--- config.mk ---
export PLATFORM = sky130hd
export DESIGN_NAME = rfWriteStage
export DESIGN_NICKNAME = d
export VERILOG_FILES = /design/src/verilog/regFilePkg.sv /design/src/verilog/rfWriteStage.sv
export VERILOG_INCLUDE_DIRS = /design/src /design/src/verilog
export SDC_FILE = /design/constraint.sdc
export NUM_CORES = 1
export LEC_CHECK = 0
export ABC_CLOCK_PERIOD_IN_PS = 1500
export BUFFER_PORTS_ARGS = -buffer_cell sky130_fd_sc_hd__buf_2
export CAP_MARGIN = 15
export CORE_MARGIN = 2
export CORE_UTILIZATION = 40
export CTS_BUF_LIST = sky130_fd_sc_hd__clkbuf_4
export DETAILED_ROUTE_END_ITERATION = 7
export HOLD_SLACK_MARGIN = 0.08
export PLACE_DENSITY = 0.82
export RECOVER_POWER = 100
export SLEW_MARGIN = 20
export SYNTH_ARGS = -nofsm -noshare
export SYNTH_HDL_FRONTEND = slang
export SYNTH_SLANG_ARGS = --single-unit
--- constraint.sdc ---
create_clock -name clock -period 1.5 [get_ports clock]
set_input_delay 0.075 -clock clock [delete_from_list [all_inputs] [get_ports clock]]
set_output_delay 0.075 -clock clock [all_outputs]
set_load 0.01 [all_outputs]
--- src/verilog/regFile_params.svh ---
//----------------------------------------------------------------------
// size parameters of the 1R1W register file and group size
// of its scan observation flops
//----------------------------------------------------------------------
`ifndef REGFILE_PARAMS_SVH
`define REGFILE_PARAMS_SVH

// number of words held in the storage array
`define RF_DEPTH 128

// bits per stored word
`define RF_WIDTH 66

// address bits needed to reach every word
`define RF_ADDR_BITS 7

// observed signals folded into one observation flop
`define RF_OBS_XOR_SIZE 3

`endif

--- src/verilog/regFilePkg.sv ---
//----------------------------------------------------------------------
// shared types of the register file: address, data word and
// the observation vector seen by the scan tool
//----------------------------------------------------------------------
`include "regFile_params.svh"

package regFilePkg;

  // word address into the storage array
  typedef logic [`RF_ADDR_BITS-1:0] rfAddrT;

  // one stored word
  typedef logic [`RF_WIDTH-1:0] rfDataT;

  // observed bus is both addresses plus the write and read enables
  localparam int obsPinCount = 2 * `RF_ADDR_BITS + 2;

  // one flop per group, and a short last group still gets its own flop
  localparam int obsFlopCount = (obsPinCount + `RF_OBS_XOR_SIZE - 1) / `RF_OBS_XOR_SIZE;

  // registered group parity of the observed bus
  typedef logic [obsFlopCount-1:0] rfObsT;

endpackage

--- src/verilog/rfWriteStage.sv ---
//----------------------------------------------------------------------
// write side of the register file that captures the write request and
// decides whether the storage array takes it
//----------------------------------------------------------------------
`timescale 1ns/100ps

module rfWriteStage
(
  input  logic                clock,
  input  logic                arstN,
  input  logic                scanMode,
  input  logic                wrEn,
  input  regFilePkg::rfAddrT  wrAddr,
  input  regFilePkg::rfDataT  wrData,
  output logic                arrWrEn,
  output regFilePkg::rfAddrT  arrWrAddr,
  output regFilePkg::rfDataT  arrWrData,
  output logic                stageWrEn,
  output regFilePkg::rfDataT  stageWrData
);

  // the captured write word feeds both the array and the write-through path
  regFilePkg::rfDataT wrDataQ;

  // the control capture drops the array strobe while scan write-through is on
  always_ff @(posedge clock or negedge arstN)
  begin
    if (!arstN)
    begin
      arrWrEn   <= 1'b0;
      arrWrAddr <= '0;
      stageWrEn <= 1'b0;
    end
    else
    begin
      arrWrEn   <= wrEn && !scanMode;
      arrWrAddr <= wrAddr;
      stageWrEn <= wrEn;
    end
  end

  // the write word only moves when a write is requested
  always_ff @(posedge clock)
  begin
    if (wrEn)
    begin
      wrDataQ <= wrData;
    end
  end

  assign arrWrData   = wrDataQ;
  assign stageWrData = wrDataQ;

  // a write request must carry a known address so that it names one word
  assert property (@(posedge clock) disable iff (!arstN)
    wrEn |-> !$isunknown(wrAddr));

endmodule
# After elaboration in Yosys (flattened, before gate mapping)
# Index checks and enable logic that the tools add are counted.
# word_totals
reg_bits,75
wordCells,6
input_bits,77
# op_classes
reduce_logical,2
# op_table
op,n
$logic_and 1x1->1,1
$logic_not 1->1,1

# Longest topological paths before layout
# depth
depth_word,2
ltp_mapped,1
depth_no_buf,1

# Worst setup path after synthesis
# OpenSTA, ideal clock, no wires.
# synth_path
path_type,register -> output
startpoint,"register wrDataQ[0], in the netlist arrWrData[0]"
endpoint,output port stageWrData[0]
t_arrival_ps,578
t_required_ps,1425
path_buffers,1
stages_incl_launch_ff,2
path_slack_ps,847
cell_sequence,edfxtp_1 buf_4
# synth_rtl
item,line,source
"start, declared",rfWriteStage.sv:23,regFilePkg::rfDataT wrDataQ;
"start signal, assigned",rfWriteStage.sv:47,wrDataQ <= wrData;
"end, declared",rfWriteStage.sv:19,output regFilePkg::rfDataT stageWrData
# No word-level cell between the ends.

# Worst setup path after layout
# layout_path
startpoint,"register wrDataQ[49], in the netlist arrWrData[49]"
endpoint,output port stageWrData[49]
# No word-level cell between the ends.

==> summary.txt <==
STA
  – Slew @ Worst Pin: 397 ps
  – Hold Fails Final Rpt: 0
  – Setup Viol. Count Final: 0
  – Part of the cycle the worst path needs: 70.4%
  – Max-slew violation total from the final report: 0
  – Final critical-path required period: 1060 ps
  – Setup TNS: 0 ps
  – RSZ-0062 raised after global routing: false
  – Normalized max-slew margin: 73.5%
  – Max Clk Rate: 947 MHz

Critical path
  – Delay-heaviest family, CP: flip-flops
  – Critical Path Start Type: flop
  – Crit path buffers/inverters: 1
  – WS Path Type: flop to output port
  – CP max stage delay: 430 ps
  – Worst Path Required: 1420 ps
  – Slowest CP cell: edfxtp_1
  – CP Cell Sequence: clkbuf_1
  – Worst-path fanout max: 2
  – Worst Setup End Kind: output port
  – CP arrival: 980 ps

Finish
  – Share of layout cells above drive strength 1: 23.5%
  – Total area of sequential cells: 0.00221 mm^2
  – Fin nets: 459
  – Fillers: 584
  – Diode count: 0
  – Multi-input logic area: 6.26 um^2
  – Area growth syn-to-layout: 52.7%

Floorplan
  – I/O pins: 218
  – Die ar.: 0.00747 mm^2
  – Initial core utilization: 40.7%
  – Row count: 30
  – Die Width: 86.4 um
  – DIE HEIGHT: 86.4 um
  – Core footprint: 0.00668 mm^2

Route
  – First DRT Iteration DRCs: 64
  – Routed vias/inst: 4.23
  – Pre-antenna DRT Iters: 4
  – Vias: 1975
  – Final WL: 7030 um
  – ANT nets after route: 0
  – Post-DR wirelength/cell: 15.1 um
  – DRC: 0

CTS
  – Post_cts resized: 0
  – TritonCTS clock tree: yes
  – Clock sinks: 75
  – Clock slew at reported path FFs: 110 ps
  – CTS Buf Count: 9
  – CTS root buf: clkbuf_4
  – H-tree Lvls: 3
  – CTS Buffer Depth: 2
  – Post CTS Setup Buffer Count: 0

Power
  – VDD IR max: 0.665 mV
  – Leakage: 1.63 nW
  – Cell Pwr Density: 1060 mW/mm^2
  – Tot Pwr: 4.42 mW

Synthesis
  – Synth Register Bits: 75
  – Cell variety after synth: 4
  – Seq/Total Area, Yosys: 81.3%
  – Synth warn: 0
  – Post-Syn Nets: 219
  – Netlist Area Pre-Place: 0.00272 mm^2
  – Cells after synthesis: 142
  – Syn Area/Cell: 19.1 um^2

Global routing
  – Global-route wire length before repair: 9770 um
  – Initial antenna violation count: 0
  – GR Util All Layers: 17.8%
  – Largest net degree at the start of global routing: 69
  – Gr ovfl total: 0
  – Vias in the first global route: 2009

Worst hold path
  – Hold Crit Class: input pin to flop

Place
  – Routability cong.: 0.784
  – Input/output buffers: 217

Status
  – Status: complete, no violations

Run
  – # Max-Cap Violations: 0
==> kinds of logic after synthesis <==
kind of cell  synth area share, %
buf+inv                      18.2
flops                        81.3
simple gates                0.507
==> state kept, by name (all words and copies together), names as in the netlist <==
signal / count
arrWrEn: 1
stageWrEn: 1
arrWrAddr: 7
arrWrData: 66
==> stage by stage <==
stage                     setup slack, ps  instance area, um^2  hold WS, ps  util (%)  instances
after CTS                             412                 4340          283      64.9        467
after global placement                656                 3430        -76.9      51.3        374
after detailed placement              633                 3430        -69.8      51.3        374
final                                 444                 4150          324      62.1        467
after floorplan                       847                 2720         -221         -        142
after global routing                  383                 4150          296      62.1        467
==> power breakdown <==
group / internal [mW] / switching, mW
logic: 0.315 / 0.358
clock network: 0.581 / 0.638
registers: 2.45 / 0.0776
total: 3.34 / 1.07
==> cell usage after synthesis, drive strengths merged <==
cell	n	share of area [%]
edfxtp	66	73
dfrtp	9	8.3
nor2b	1	0.51
buf	66	18
==> final cells by class <==
| type | instances | share of cell area (%) |
|---|---|---|
| sequential | 75 | 53.2 |
| tap | 80 | 2.41 |
| clock inverter | 3 | 0.965 |
| multi-input combinational | 1 | 0.151 |
| timing repair buffer | 295 | 40.9 |
| clock buffer | 13 | 2.35 |
==> layout by cell type, fill, tap and decap left out, drive strengths merged <==
cell type and n:
buf 75, bufinv 1, clkbuf 156, clkinv 2, dfrtp 9, dlygate4sd3 77, edfxtp 66, nor2b 1
==> repair_timing <==
action / 4_1_cts / 5_1_grt
endpoints found under the hold margin: 84 / 0
hold buffers: 77 / 0
endpoints found under the setup margin: 0 / 0
==> per-layer routing <==
layer	vias up	routed length, um	global-route usage [%]
met5	-	0	0
met1	915	2420	17.9
met4	0	140	8.38
met3	13	737	6.48
met2	135	3740	32.3
li1	912	-	-
==> final timing paths <==
check                                         from                      to  slack, ps  depth (start not counted)
setup / recovery           arrWrData[49]$_DFFE_PP_         stageWrData[49]        440                          1
hold / removal                           wrAddr[3]  arrWrAddr[3]$_DFF_PN0_        320                          2
max in group asynchronous                    arstN  arrWrAddr[0]$_DFF_PN0_        530                          3
min in group asynchronous                    arstN  arrWrAddr[3]$_DFF_PN0_        690                          3
Power figures use the tool's default switching activity.
