**config.mk**
```make
export PLATFORM = sky130hd
export DESIGN_NAME = rfObserveFlops
export DESIGN_NICKNAME = d
export VERILOG_FILES = /design/src/verilog/regFilePkg.sv /design/src/verilog/rfObserveFlops.sv
export VERILOG_INCLUDE_DIRS = /design/src /design/src/verilog
export SDC_FILE = /design/constraint.sdc
export NUM_CORES = 1
export LEC_CHECK = 0
export ABC_AREA = 1
export BUFFER_PORTS_ARGS = -buffer_cell sky130_fd_sc_hd__clkbuf_2
export CAP_MARGIN = 10
export CORE_AREA = 2 2 39 41
export CTS_CLUSTER_DIAMETER = 100
export DETAILED_ROUTE_END_ITERATION = 8
export DIE_AREA = 0 0 41 43
export SLEW_MARGIN = 30
export SYNTH_ARGS = -nofsm -noshare
export SYNTH_HDL_FRONTEND = slang
export SYNTH_SLANG_ARGS = --single-unit
```
**constraint.sdc**
```tcl
create_clock -name clock -period 0.8 [get_ports clock]
set_input_delay 0.16 -clock clock [delete_from_list [all_inputs] [get_ports clock]]
set_output_delay 0.16 -clock clock [all_outputs]
set_load 0.005 [all_outputs]
```
**src/verilog/regFile_params.svh**
```systemverilog
//----------------------------------------------------------------------
// size parameters of the 1R1W register file and group size
// of its scan observation flops
//----------------------------------------------------------------------
`ifndef REGFILE_PARAMS_SVH
`define REGFILE_PARAMS_SVH

// number of words held in the storage array
`define RF_DEPTH 128

// bits per stored word
`define RF_WIDTH 66

// address bits needed to reach every word
`define RF_ADDR_BITS 7

// observed signals folded into one observation flop
`define RF_OBS_XOR_SIZE 3

`endif

```
**src/verilog/regFilePkg.sv**
```systemverilog
//----------------------------------------------------------------------
// shared types of the register file: address, data word and
// the observation vector seen by the scan tool
//----------------------------------------------------------------------
`include "regFile_params.svh"

package regFilePkg;

  // word address into the storage array
  typedef logic [`RF_ADDR_BITS-1:0] rfAddrT;

  // one stored word
  typedef logic [`RF_WIDTH-1:0] rfDataT;

  // observed bus is both addresses plus the write and read enables
  localparam int obsPinCount = 2 * `RF_ADDR_BITS + 2;

  // one flop per group, and a short last group still gets its own flop
  localparam int obsFlopCount = (obsPinCount + `RF_OBS_XOR_SIZE - 1) / `RF_OBS_XOR_SIZE;

  // registered group parity of the observed bus
  typedef logic [obsFlopCount-1:0] rfObsT;

endpackage

```
**src/verilog/rfObserveFlops.sv**
```systemverilog
//----------------------------------------------------------------------
// scan observation flops that register the group parity of the
// address and control signals reaching the storage array
//----------------------------------------------------------------------
`timescale 1ns/100ps
`include "regFile_params.svh"

module rfObserveFlops
#(
  parameter int pinCount  = regFilePkg::obsPinCount,
  parameter int xorSize   = `RF_OBS_XOR_SIZE,
  parameter int flopCount = (pinCount / xorSize) + int'((pinCount % xorSize) > 0)
)
(
  input  logic                 clock,
  input  logic [pinCount-1:0]  obsIn,
  output regFilePkg::rfObsT    obsOut
);

  // parity of each group before it is registered
  logic [flopCount-1:0] obsWires;

  // registered parity seen by the scan tool
  logic [flopCount-1:0] obsFlops;

  // each group of xorSize bits folds into one flop and the top group
  // takes whatever is left
  for (genvar g = 0; g < flopCount; g++)
  begin : gGroup
    if (g < flopCount - 1)
    begin : gFull
      assign obsWires[g] = ^obsIn[g*xorSize +: xorSize];
    end
    else
    begin : gLast
      assign obsWires[g] = ^obsIn[pinCount-1 : g*xorSize];
    end
  end

  // these flops only capture the parity for the scan tool to observe
  always_ff @(posedge clock)
  begin
    obsFlops <= obsWires;
  end

  assign obsOut = obsFlops;

endmodule

```
### Yosys cells after proc, flatten, opt, wreduce, memory -nomap -nowiden

Cells that the tools add are included.

| operators by class | value |
|---|---|
| reduce and logical (&&, ||, !) cells | 5 |

Operator list:

| kind | number |
|---|---|
| XOR reduction 3 bit | 5 |

| storage, ports and cells | value |
|---|---|
| bits in registers | 6 |
| bits of input ports | 17 |
| output and inout bits | 6 |
| logic and storage cells | 6 |

### Longest topological paths before layout

| logic depth | value |
|---|---|
| word-level depth | 1 |
| mapped depth | 5 |
| mapped depth without buffers | 5 |

### Worst setup path before layout

No wires, ideal clock.

| timing | value |
|---|---|
| path type | input -> register |
| from | input port obsIn[0] |
| to | register obsFlops[0] (netlist: obsOut[0]) |
| library setup time | 0.112 ns |
| arrival time | 0.363 ns |
| required time | 0.688 ns |
| setup slack | 0.325 ns |
| cell stages on the path | 5 |
| buffers on the path | 0 |
| cell sequence | inv_1 nand2_1 nand2_1 nand2_1 nand2_1 |

| on the way | value |
|---|---|
| cells in the longest elaborated chain, start to end | 1 |

RTL lines:

| element | RTL line | RTL |
|---|---|---|
| start, declared | rfObserveFlops.sv:16 | `input logic [pinCount-1:0] obsIn,` |
| XOR reduction 3 bit | rfObserveFlops.sv:32 | `assign obsWires[g] = ^obsIn[g*xorSize +: xorSize];` |
| net obsWires[0] | rfObserveFlops.sv:21 | `logic [flopCount-1:0] obsWires;` |
| end signal, assigned | rfObserveFlops.sv:43 | `obsFlops <= obsWires;` |
| end, declared | rfObserveFlops.sv:24 | `logic [flopCount-1:0] obsFlops;` |

The timed path passes the listed nets, and every way through them passes these cells.

### Worst setup path after layout

| timing | value |
|---|---|
| from | register obsFlops[0] (netlist: obsOut[0]) |
| to | output port obsOut[0] |

RTL lines:

| element | RTL line | RTL |
|---|---|---|
| end, declared | rfObserveFlops.sv:17 | `output regFilePkg::rfObsT obsOut` |

No word-level cell between the ends.

==> metrics.txt <==
status complete, but fails checks; failing checks setup timing; Sinks on Clock Net 6; Worst Setup SP obsOut[0]$_DFF_P_; uppermost layer routed met3; leakage power 0.323 nW; worst hold path class in -> reg; Worst path max stage delay 0.29 ns; CP delay by family, top flip-flops; min-delay src obsIn[15]; clock slew at reported path FFs 0.05 ns; wire per inst 6.15 um; GR Util All Layers 0.0881; WL met2 315 um; vias 345; Critical Path AT 0.65 ns; Initial Utilization 0.213; RSZ-0062 raised after global routing yes; Die Area 0.00176 mm^2; Worst Max-Slew Pin Slew 0.0746 ns; share of post-route cells with drive strength above 1 0.382; critical path class reg -> out; TritonCTS clock tree built; routed vias/inst 3.75; Hold Violations, Final 0; Max Buffers Root-to-Sink 2; vias in the first global route 303; CTS Hold Bufs 0; Post-layout nets 95; Final GP Congestion 0.545; remaining global-route overflow 0; max FFs per register 6; first-iteration detailed-routing DRC count 5; non-filler cells, final 92; Rows 14; met3 wire length 59 um; syn_nets 68; EDFF count, synth 0; setup violators final 3; first drt pass iteration count 2; buffers plus inverters on the worst setup path 1; largest cells by area after synthesis dfxtp_1, nand2_1, inv_1, nand3_1; Area growth syn-to-layout 53.4%; Post-Syn Instances 51; Critical Path RT 0.64 ns; Worst slew margin 0.950; ys flop type dfxtp_1; crit-path cells buf_2; Yosys reg bits 6; dpl cells 89; TritonCTS Buffers 3; CP max-delay cell dfxtp_1; most common cell in the synthesized netlist nand2_1; Power Dens Cells 1670 mW/mm^2; Setup TNS -0.0186 ns; final setup margin -0.0111 ns; # diodes 0; Worst Path Max Fanout 1; ys async rst share 0; fmax 1.23 GHz; I/O Buffers 22; fin crit share 1.01; drt total wl 566 um; dpl ws 0.186 ns; post-CTS setup buffers 0; area leader, netlist dfxtp_1; hpwl dp 526 um; synthesized cell area 295 um^2; synthesized area per cell 5.79 um^2; DRC Markers 0; htree depth 1; yosys warns 0; Unique masters post-synth 4; final core utilization 0.327; Die Width 41 um; CTS Root Cell clkbuf_4; CP endpoint kind primary output; ANT nets after route 0; worst vdd ir 0.000558 V; die height 43 um; fill count 151; max_cap viols 0; global-route wire length before repair 1.01 mm; post-synth top area share 0.407; M1 wire length 191 um; Slew Limit Fails 0; Commonest cells post-synth nand2_1, inv_1, dfxtp_1; Ports 23; CP Launch Type flip-flop; initial antenna violation count 0; Tmin final 0.811 ns; core area 0.00138 mm^2; largest net degree at the start of global routing 4; sequential area share after synthesis 0.407
-- through the flow --
step / power, W / cell area (um^2) / hold slack (ns)
after CTS: 0.000768 / 448 / 0.0280
after detailed placement: 0.000483 / 425 / 0.278
final: 0.000754 / 453 / 0.0324
after global routing: 0.000818 / 453 / 0.0270
after floorplan: 0.000403 / 295 / 0.188
after global placement: 0.000477 / 425 / 0.266
-- worst paths after layout --
| check | slack (ns) | end | cells after the start |
|---|---|---|---|
| worst max-delay path | -0.01 | obsOut[0] | 1 |
| worst min-delay path | 0.03 | obsOut[5]$_DFF_P_ | 1 |
-- cells in the final DEF, fill, tap and decap left out --
master    Yosys  final
dfxtp_2       0      4
clkbuf_2      0     21
clkbuf_4      0      3
dfxtp_1       6      2
buf_2         0      1
nand2_1      25     25
nand3_1       5      5
inv_1        15     15
-- routing by layer --
| metal | GRT usage | vias up |
|---|---|---|
| met4 | 0.0400 | 0 |
| met1 | 0.0828 | 140 |
| li1 | - | 196 |
| met5 | 0 | - |
| met2 | 0.134 | 9 |
| met3 | 0.0681 | 0 |
-- cell families after synthesis --
logic type,Yosys count,share of synthesized area
simple gates,30,0.403
buf+inv,15,0.191
flops,6,0.407
-- cell type report --
type / instances / area [um^2] / share of cell area
multi-input cells: 30 / 119 / 0.262
repair buffers: 22 / 110 / 0.243
inverters: 15 / 56.3 / 0.124
clock buffers: 3 / 22.5 / 0.0497
flip-flops and latches: 6 / 125 / 0.276
well taps: 16 / 20.0 / 0.0442
-- timing repair --
| item | in CTS | in global routing |
|---|---|---|
| endpoints found under the setup margin | 6 | 6 |
| gates resized for setup | 0 | 5 |
| endpoints found under the hold margin | 0 | 0 |
-- report_power, final --
part	internal, W	switching, W	leakage, nW
combinational	0.0000724	0.0000671	0.258
sequential	0.000331	0.00000668	0.0508
clock	0.000170	0.000107	0.0138
total	0.000573	0.000181	0.323
(Power assumes the default switching activity.)
