===== config.mk =====
export PLATFORM = sky130hd
export DESIGN_NAME = rfReadStage
export DESIGN_NICKNAME = d
export VERILOG_FILES = /design/src/verilog/regFilePkg.sv /design/src/verilog/rfReadStage.sv
export VERILOG_INCLUDE_DIRS = /design/src /design/src/verilog
export SDC_FILE = /design/constraint.sdc
export NUM_CORES = 1
export LEC_CHECK = 0
export BUFFER_PORTS_ARGS = -buffer_cell sky130_fd_sc_hd__buf_2
export CAP_MARGIN = 40
export CORE_UTILIZATION = 43
export CTS_CLUSTER_SIZE = 30
export DETAILED_ROUTE_END_ITERATION = 16
export PLACE_DENSITY_LB_ADDON = 0.08
export SKIP_CTS_REPAIR_TIMING = 1
export SYNTH_ARGS = -nofsm -noshare
export SYNTH_HDL_FRONTEND = slang
export SYNTH_SLANG_ARGS = --single-unit

===== constraint.sdc =====
create_clock -name clock -period 1.2 [get_ports clock]
set_input_delay 0.12 -clock clock [delete_from_list [all_inputs] [get_ports clock]]
set_output_delay 0.12 -clock clock [all_outputs]
set_load 0.01 [all_outputs]

===== src/verilog/regFile_params.svh =====
//----------------------------------------------------------------------
// size parameters of the 1R1W register file and group size
// of its scan observation flops
//----------------------------------------------------------------------
`ifndef REGFILE_PARAMS_SVH
`define REGFILE_PARAMS_SVH

// number of words held in the storage array
`define RF_DEPTH 128

// bits per stored word
`define RF_WIDTH 66

// address bits needed to reach every word
`define RF_ADDR_BITS 7

// observed signals folded into one observation flop
`define RF_OBS_XOR_SIZE 3

`endif


===== src/verilog/regFilePkg.sv =====
//----------------------------------------------------------------------
// shared types of the register file: address, data word and
// the observation vector seen by the scan tool
//----------------------------------------------------------------------
`include "regFile_params.svh"

package regFilePkg;

  // word address into the storage array
  typedef logic [`RF_ADDR_BITS-1:0] rfAddrT;

  // one stored word
  typedef logic [`RF_WIDTH-1:0] rfDataT;

  // observed bus is both addresses plus the write and read enables
  localparam int obsPinCount = 2 * `RF_ADDR_BITS + 2;

  // one flop per group, and a short last group still gets its own flop
  localparam int obsFlopCount = (obsPinCount + `RF_OBS_XOR_SIZE - 1) / `RF_OBS_XOR_SIZE;

  // registered group parity of the observed bus
  typedef logic [obsFlopCount-1:0] rfObsT;

endpackage


===== src/verilog/rfReadStage.sv =====
//----------------------------------------------------------------------
// read side of the register file that captures the read request, picks
// the array word or the write-through word and holds the read data
//----------------------------------------------------------------------
`timescale 1ns/100ps

module rfReadStage
(
  input  logic                clock,
  input  logic                arstN,
  input  logic                scanMode,
  input  logic                rdEn,
  input  regFilePkg::rfAddrT  rdAddr,
  input  regFilePkg::rfDataT  arrRdData,
  input  logic                stageWrEn,
  input  regFilePkg::rfDataT  stageWrData,
  output regFilePkg::rfAddrT  arrRdAddr,
  output logic                stageRdEn,
  output regFilePkg::rfDataT  rdData
);

  // mode captured together with the read request
  logic scanQ;

  // word the pending read will return
  regFilePkg::rfDataT nextRdData;

  // request capture at the edge the read is sampled
  always_ff @(posedge clock or negedge arstN)
  begin
    if (!arstN)
    begin
      stageRdEn <= 1'b0;
      arrRdAddr <= '0;
      scanQ     <= 1'b0;
    end
    else
    begin
      stageRdEn <= rdEn;
      arrRdAddr <= rdAddr;
      scanQ     <= scanMode;
    end
  end

  // in write-through mode the read bypasses the array and returns the
  // write sampled at the same edge, or zero when there was no write
  assign nextRdData = scanQ ? (stageWrEn ? stageWrData : '0) : arrRdData;

  // read data loads one edge after the request and otherwise holds
  always_ff @(posedge clock or negedge arstN)
  begin
    if (!arstN)
    begin
      rdData <= '0;
    end
    else if (stageRdEn)
    begin
      rdData <= nextRdData;
    end
  end

  // an idle read at the port leaves the output untouched two edges on
  assert property (@(posedge clock) disable iff (!arstN)
    !rdEn |=> ##1 $stable(rdData));

endmodule


Word level (Yosys, flattened, before mapping) --
Index checks and enable logic that the tools add are counted.
Cells by class: multiplexer cells 2
Operator list (number):
- 2-to-1 mux 66 bit | 2
Storage, ports and cells: flip-flop bits (word level) 75, bits of input ports 144

Longest topological paths before layout --
depth in word-level cells 2, depth in mapped cells 5

Worst setup path after synthesis --
No wires, ideal clock.
kind reg2reg, from register stageRdEn, to register rdData[51], required time 1.118 ns, cell stages (with the launch flop) 6, arrival 1.037 ns, library setup time 0.082 ns, period minus slack after synthesis 1.119 ns, path slack 0.081 ns, path through dfrtp_1 -> buf_2 -> buf_2 -> buf_2 -> nor2_1 -> a31oi_1
RTL lines:
- start: declaration | line rfReadStage.sv:18 | output logic stageRdEn,
- start signal: assignment | line rfReadStage.sv:39 | stageRdEn <= rdEn;
- end signal: assignment | line rfReadStage.sv:58 | rdData <= nextRdData;
- end: declaration | line rfReadStage.sv:19 | output regFilePkg::rfDataT rdData

Final worst setup path --
from register stageRdEn, to output stageRdEn
No word-level cell between the ends.

==> key figures <==
Yosys
  – Post-synthesis sequential area ratio: 53.7%
  – Syn Area/Cell: 9.32 µm²
  – Synth warn: 0
  – Syn nets: 519
  – Synthesized flop and latch total: 75
  – Library cells used by synthesis: 8
  – Post-Syn Instances: 375
  – Mapped cell area: 3500 µm²

Timing
  – Worst-Margin Slew: 406 ps
  – Final hold violation count: 0
  – Final min period: 1220 ps
  – Clk_skew: 13.4 ps
  – FMAX: 819 MHz
  – Slew HR: 73.0%
  – Setup Viol. Count Final: 1
  – Unrepaired setup endpoints after global routing: true
  – Pins Over Slew Limit: 0
  – Fin crit share: 102%
  – Final setup margin: -21.0 ps

Detailed routing
  – Drt drc: 0
  – Avg Vias per Cell: 5.06
  – Routed WL: 10000 µm
  – DR iter-0 viols: 201
  – WL/cell: 14.4 µm
  – Routed via count: 3534
  – DRT Pass-1 Iters: 4
  – Routed Antenna Nets: 0

CTS
  – CTS tree: done
  – Cell at the root of the clock tree: clkbuf_8
  – Max Root-Sink Buffers: 2
  – CTS H-Tree Depth: 3
  – Clk sink count: 75
  – Worst-path clk slew: 90 ps
  – TritonCTS buffer count: 9
  – Worst skew pair latency: 340 ps

Global route
  – Gr ovfl total: 0
  – GR met3 Demand/Resource: 5.06%
  – Antenna violations before repair: 0
  – Largest net degree at the start of global routing: 76
  – M2 GR Usage: 34.5%
  – First-pass GRT wire length: 14600 µm
  – Vias in the first global route: 3119
  – Met1 Track Usage GR: 28.5%
  – Global route hottest layer: met2
  – Global-route usage over all layers: 21.7%

Die
  – Starting Density: 44.8%
  – Core area: 7810 µm²
  – Die footprint: 8490 µm²
  – DIE WIDTH: 92.2 µm
  – # rows: 32
  – Die H: 92.2 µm
  – Top-Level Pins: 218

Worst setup path
  – Startpoint Class: flop
  – Critical path data required time: 1080 ps
  – Kind of critical path: flop to output port
  – CP endpoint kind: output port
  – CP max FO: 4
  – CP arrival: 1100 ps

Outcome
  – Failing checks: negative setup slack
  – Outcome: finished with violations

Layout
  – Synthesis-to-layout area growth: 46.5%
  – Layout cells sized above 1: 42.2%
  – Nets: 736
  – Diode count: 0
  – Final non-filler cell total: 699
  – Design Area, Final: 5120 µm²

Placed design
  – Gp weighted congestion: 0.765
  – Placed cell areas: 4660 µm²
  – DP Cell Count: 667
  – Port-buffer cells: 217
  – DP HPWL: 6430 µm

Job
  – Max Cap Viol: 0

Power and ir drop
  – Power Density: 1250 nW/µm²
  – P_leak: 2.46 nW
  – Max VDD drop: 0.000679 V

Min path
  – Hold crit path type: primary input to flop
==> per-layer routing <==
| metal | vias to the layer above | share of wire (%) |
|---|---|---|
| met3 | 19 | 7.1 |
| met4 | 0 | 1.9 |
| met2 | 161 | 47 |
| met1 | 1620 | 44 |
| li1 | 1734 | - |
| met5 | - | 0 |
==> critical path, cell delays in order, from the launching register on <==
cell     delay, ps
dfrtp_4        520
buf_16         140
buf_6          110
==> per-stage QoR <==
step	total power, mW	setup TNS (ps)	setup slack (ps)	utilization, %	hold slack [ps]
5_1_grt	6.70	-131	-53.2	65.6	32.0
3_5_place_dp	4.17	0	67.8	59.7	174
4_1_cts	6.37	-161	-161	62.6	-190
6_report	6.40	-21.0	-21.0	65.6	34.1
3_3_place_gp	4.14	0	101	59.7	172
2_1_floorplan	3.54	0	80.9	-	-176
==> synth_stat cells, drive strengths merged <==
cell type,count,area [µm²]
a31oi,66,413
nor2,66,248
nand3,66,330
nand2b,66,413
dfrtp,75,1880
buf,24,170
clkbuf,12,45.0
==> layout make-up <==
cell class	instances	area, µm²
well taps	102	128
clock buffers	12	155
repair buffers	242	1460
fillers	699	2690
multi-input cells	264	1420
flip-flops and latches	75	1880
clock inverters	4	72.6
==> final timing paths <==
path / from / end / slack [ps] / cells after the start
setup / recovery: stageRdEn$_DFF_PN0_ / stageRdEn / -20 / 2
hold / removal: arrRdData[56] / rdData[56]$_DFFE_PN0P_ / 30 / 3
setup reg to reg: stageRdEn$_DFF_PN0_ / rdData[1]$_DFFE_PN0P_ / 40 / 4
hold reg to reg: rdData[32]$_DFFE_PN0P_ / rdData[32]$_DFFE_PN0P_ / 530 / 2
max in group asynchronous: arstN / scanQ$_DFF_PN0_ / 510 / 3
min in group asynchronous: arstN / arrRdAddr[3]$_DFF_PN0_ / 340 / 3
==> power by group <==
| group | switching [mW] | internal (mW) | total (mW) |
|---|---|---|---|
| Combinational | 0.659 | 0.635 | 1.29 |
| Clock | 0.914 | 1.28 | 2.20 |
| Sequential | 0.132 | 2.77 | 2.91 |
| Total | 1.71 | 4.69 | 6.40 |
==> sequential cells by signal, summed over array words and instances (netlist names) <==
signal	count
rdData	66
scanQ	1
stageRdEn	1
arrRdAddr	7
==> cell families after synthesis <==
| group | after synthesis | share of synthesized area, % |
|---|---|---|
| compound gates | 66 | 11.8 |
| flops | 75 | 53.7 |
| simple gates | 198 | 28.3 |
| buf+inv | 36 | 6.16 |
==> layout by cell type (no fill, tap or decap) <==
master         instances
a31oi_1               66
buf_12                 6
buf_16                 1
buf_2                215
buf_4                  5
buf_6                  2
bufinv_16              2
clkbuf_1               1
clkbuf_16              3
clkbuf_8              11
clkinv_2               1
clkinvlp_4             1
dfrtp_1               73
dfrtp_4                2
dlygate4sd3_1         10
nand2b_1              64
nand2b_4               2
nand3_1               66
nor2_1                65
nor2_2                 1
Note: power is estimated with default switching activity, not from simulation.
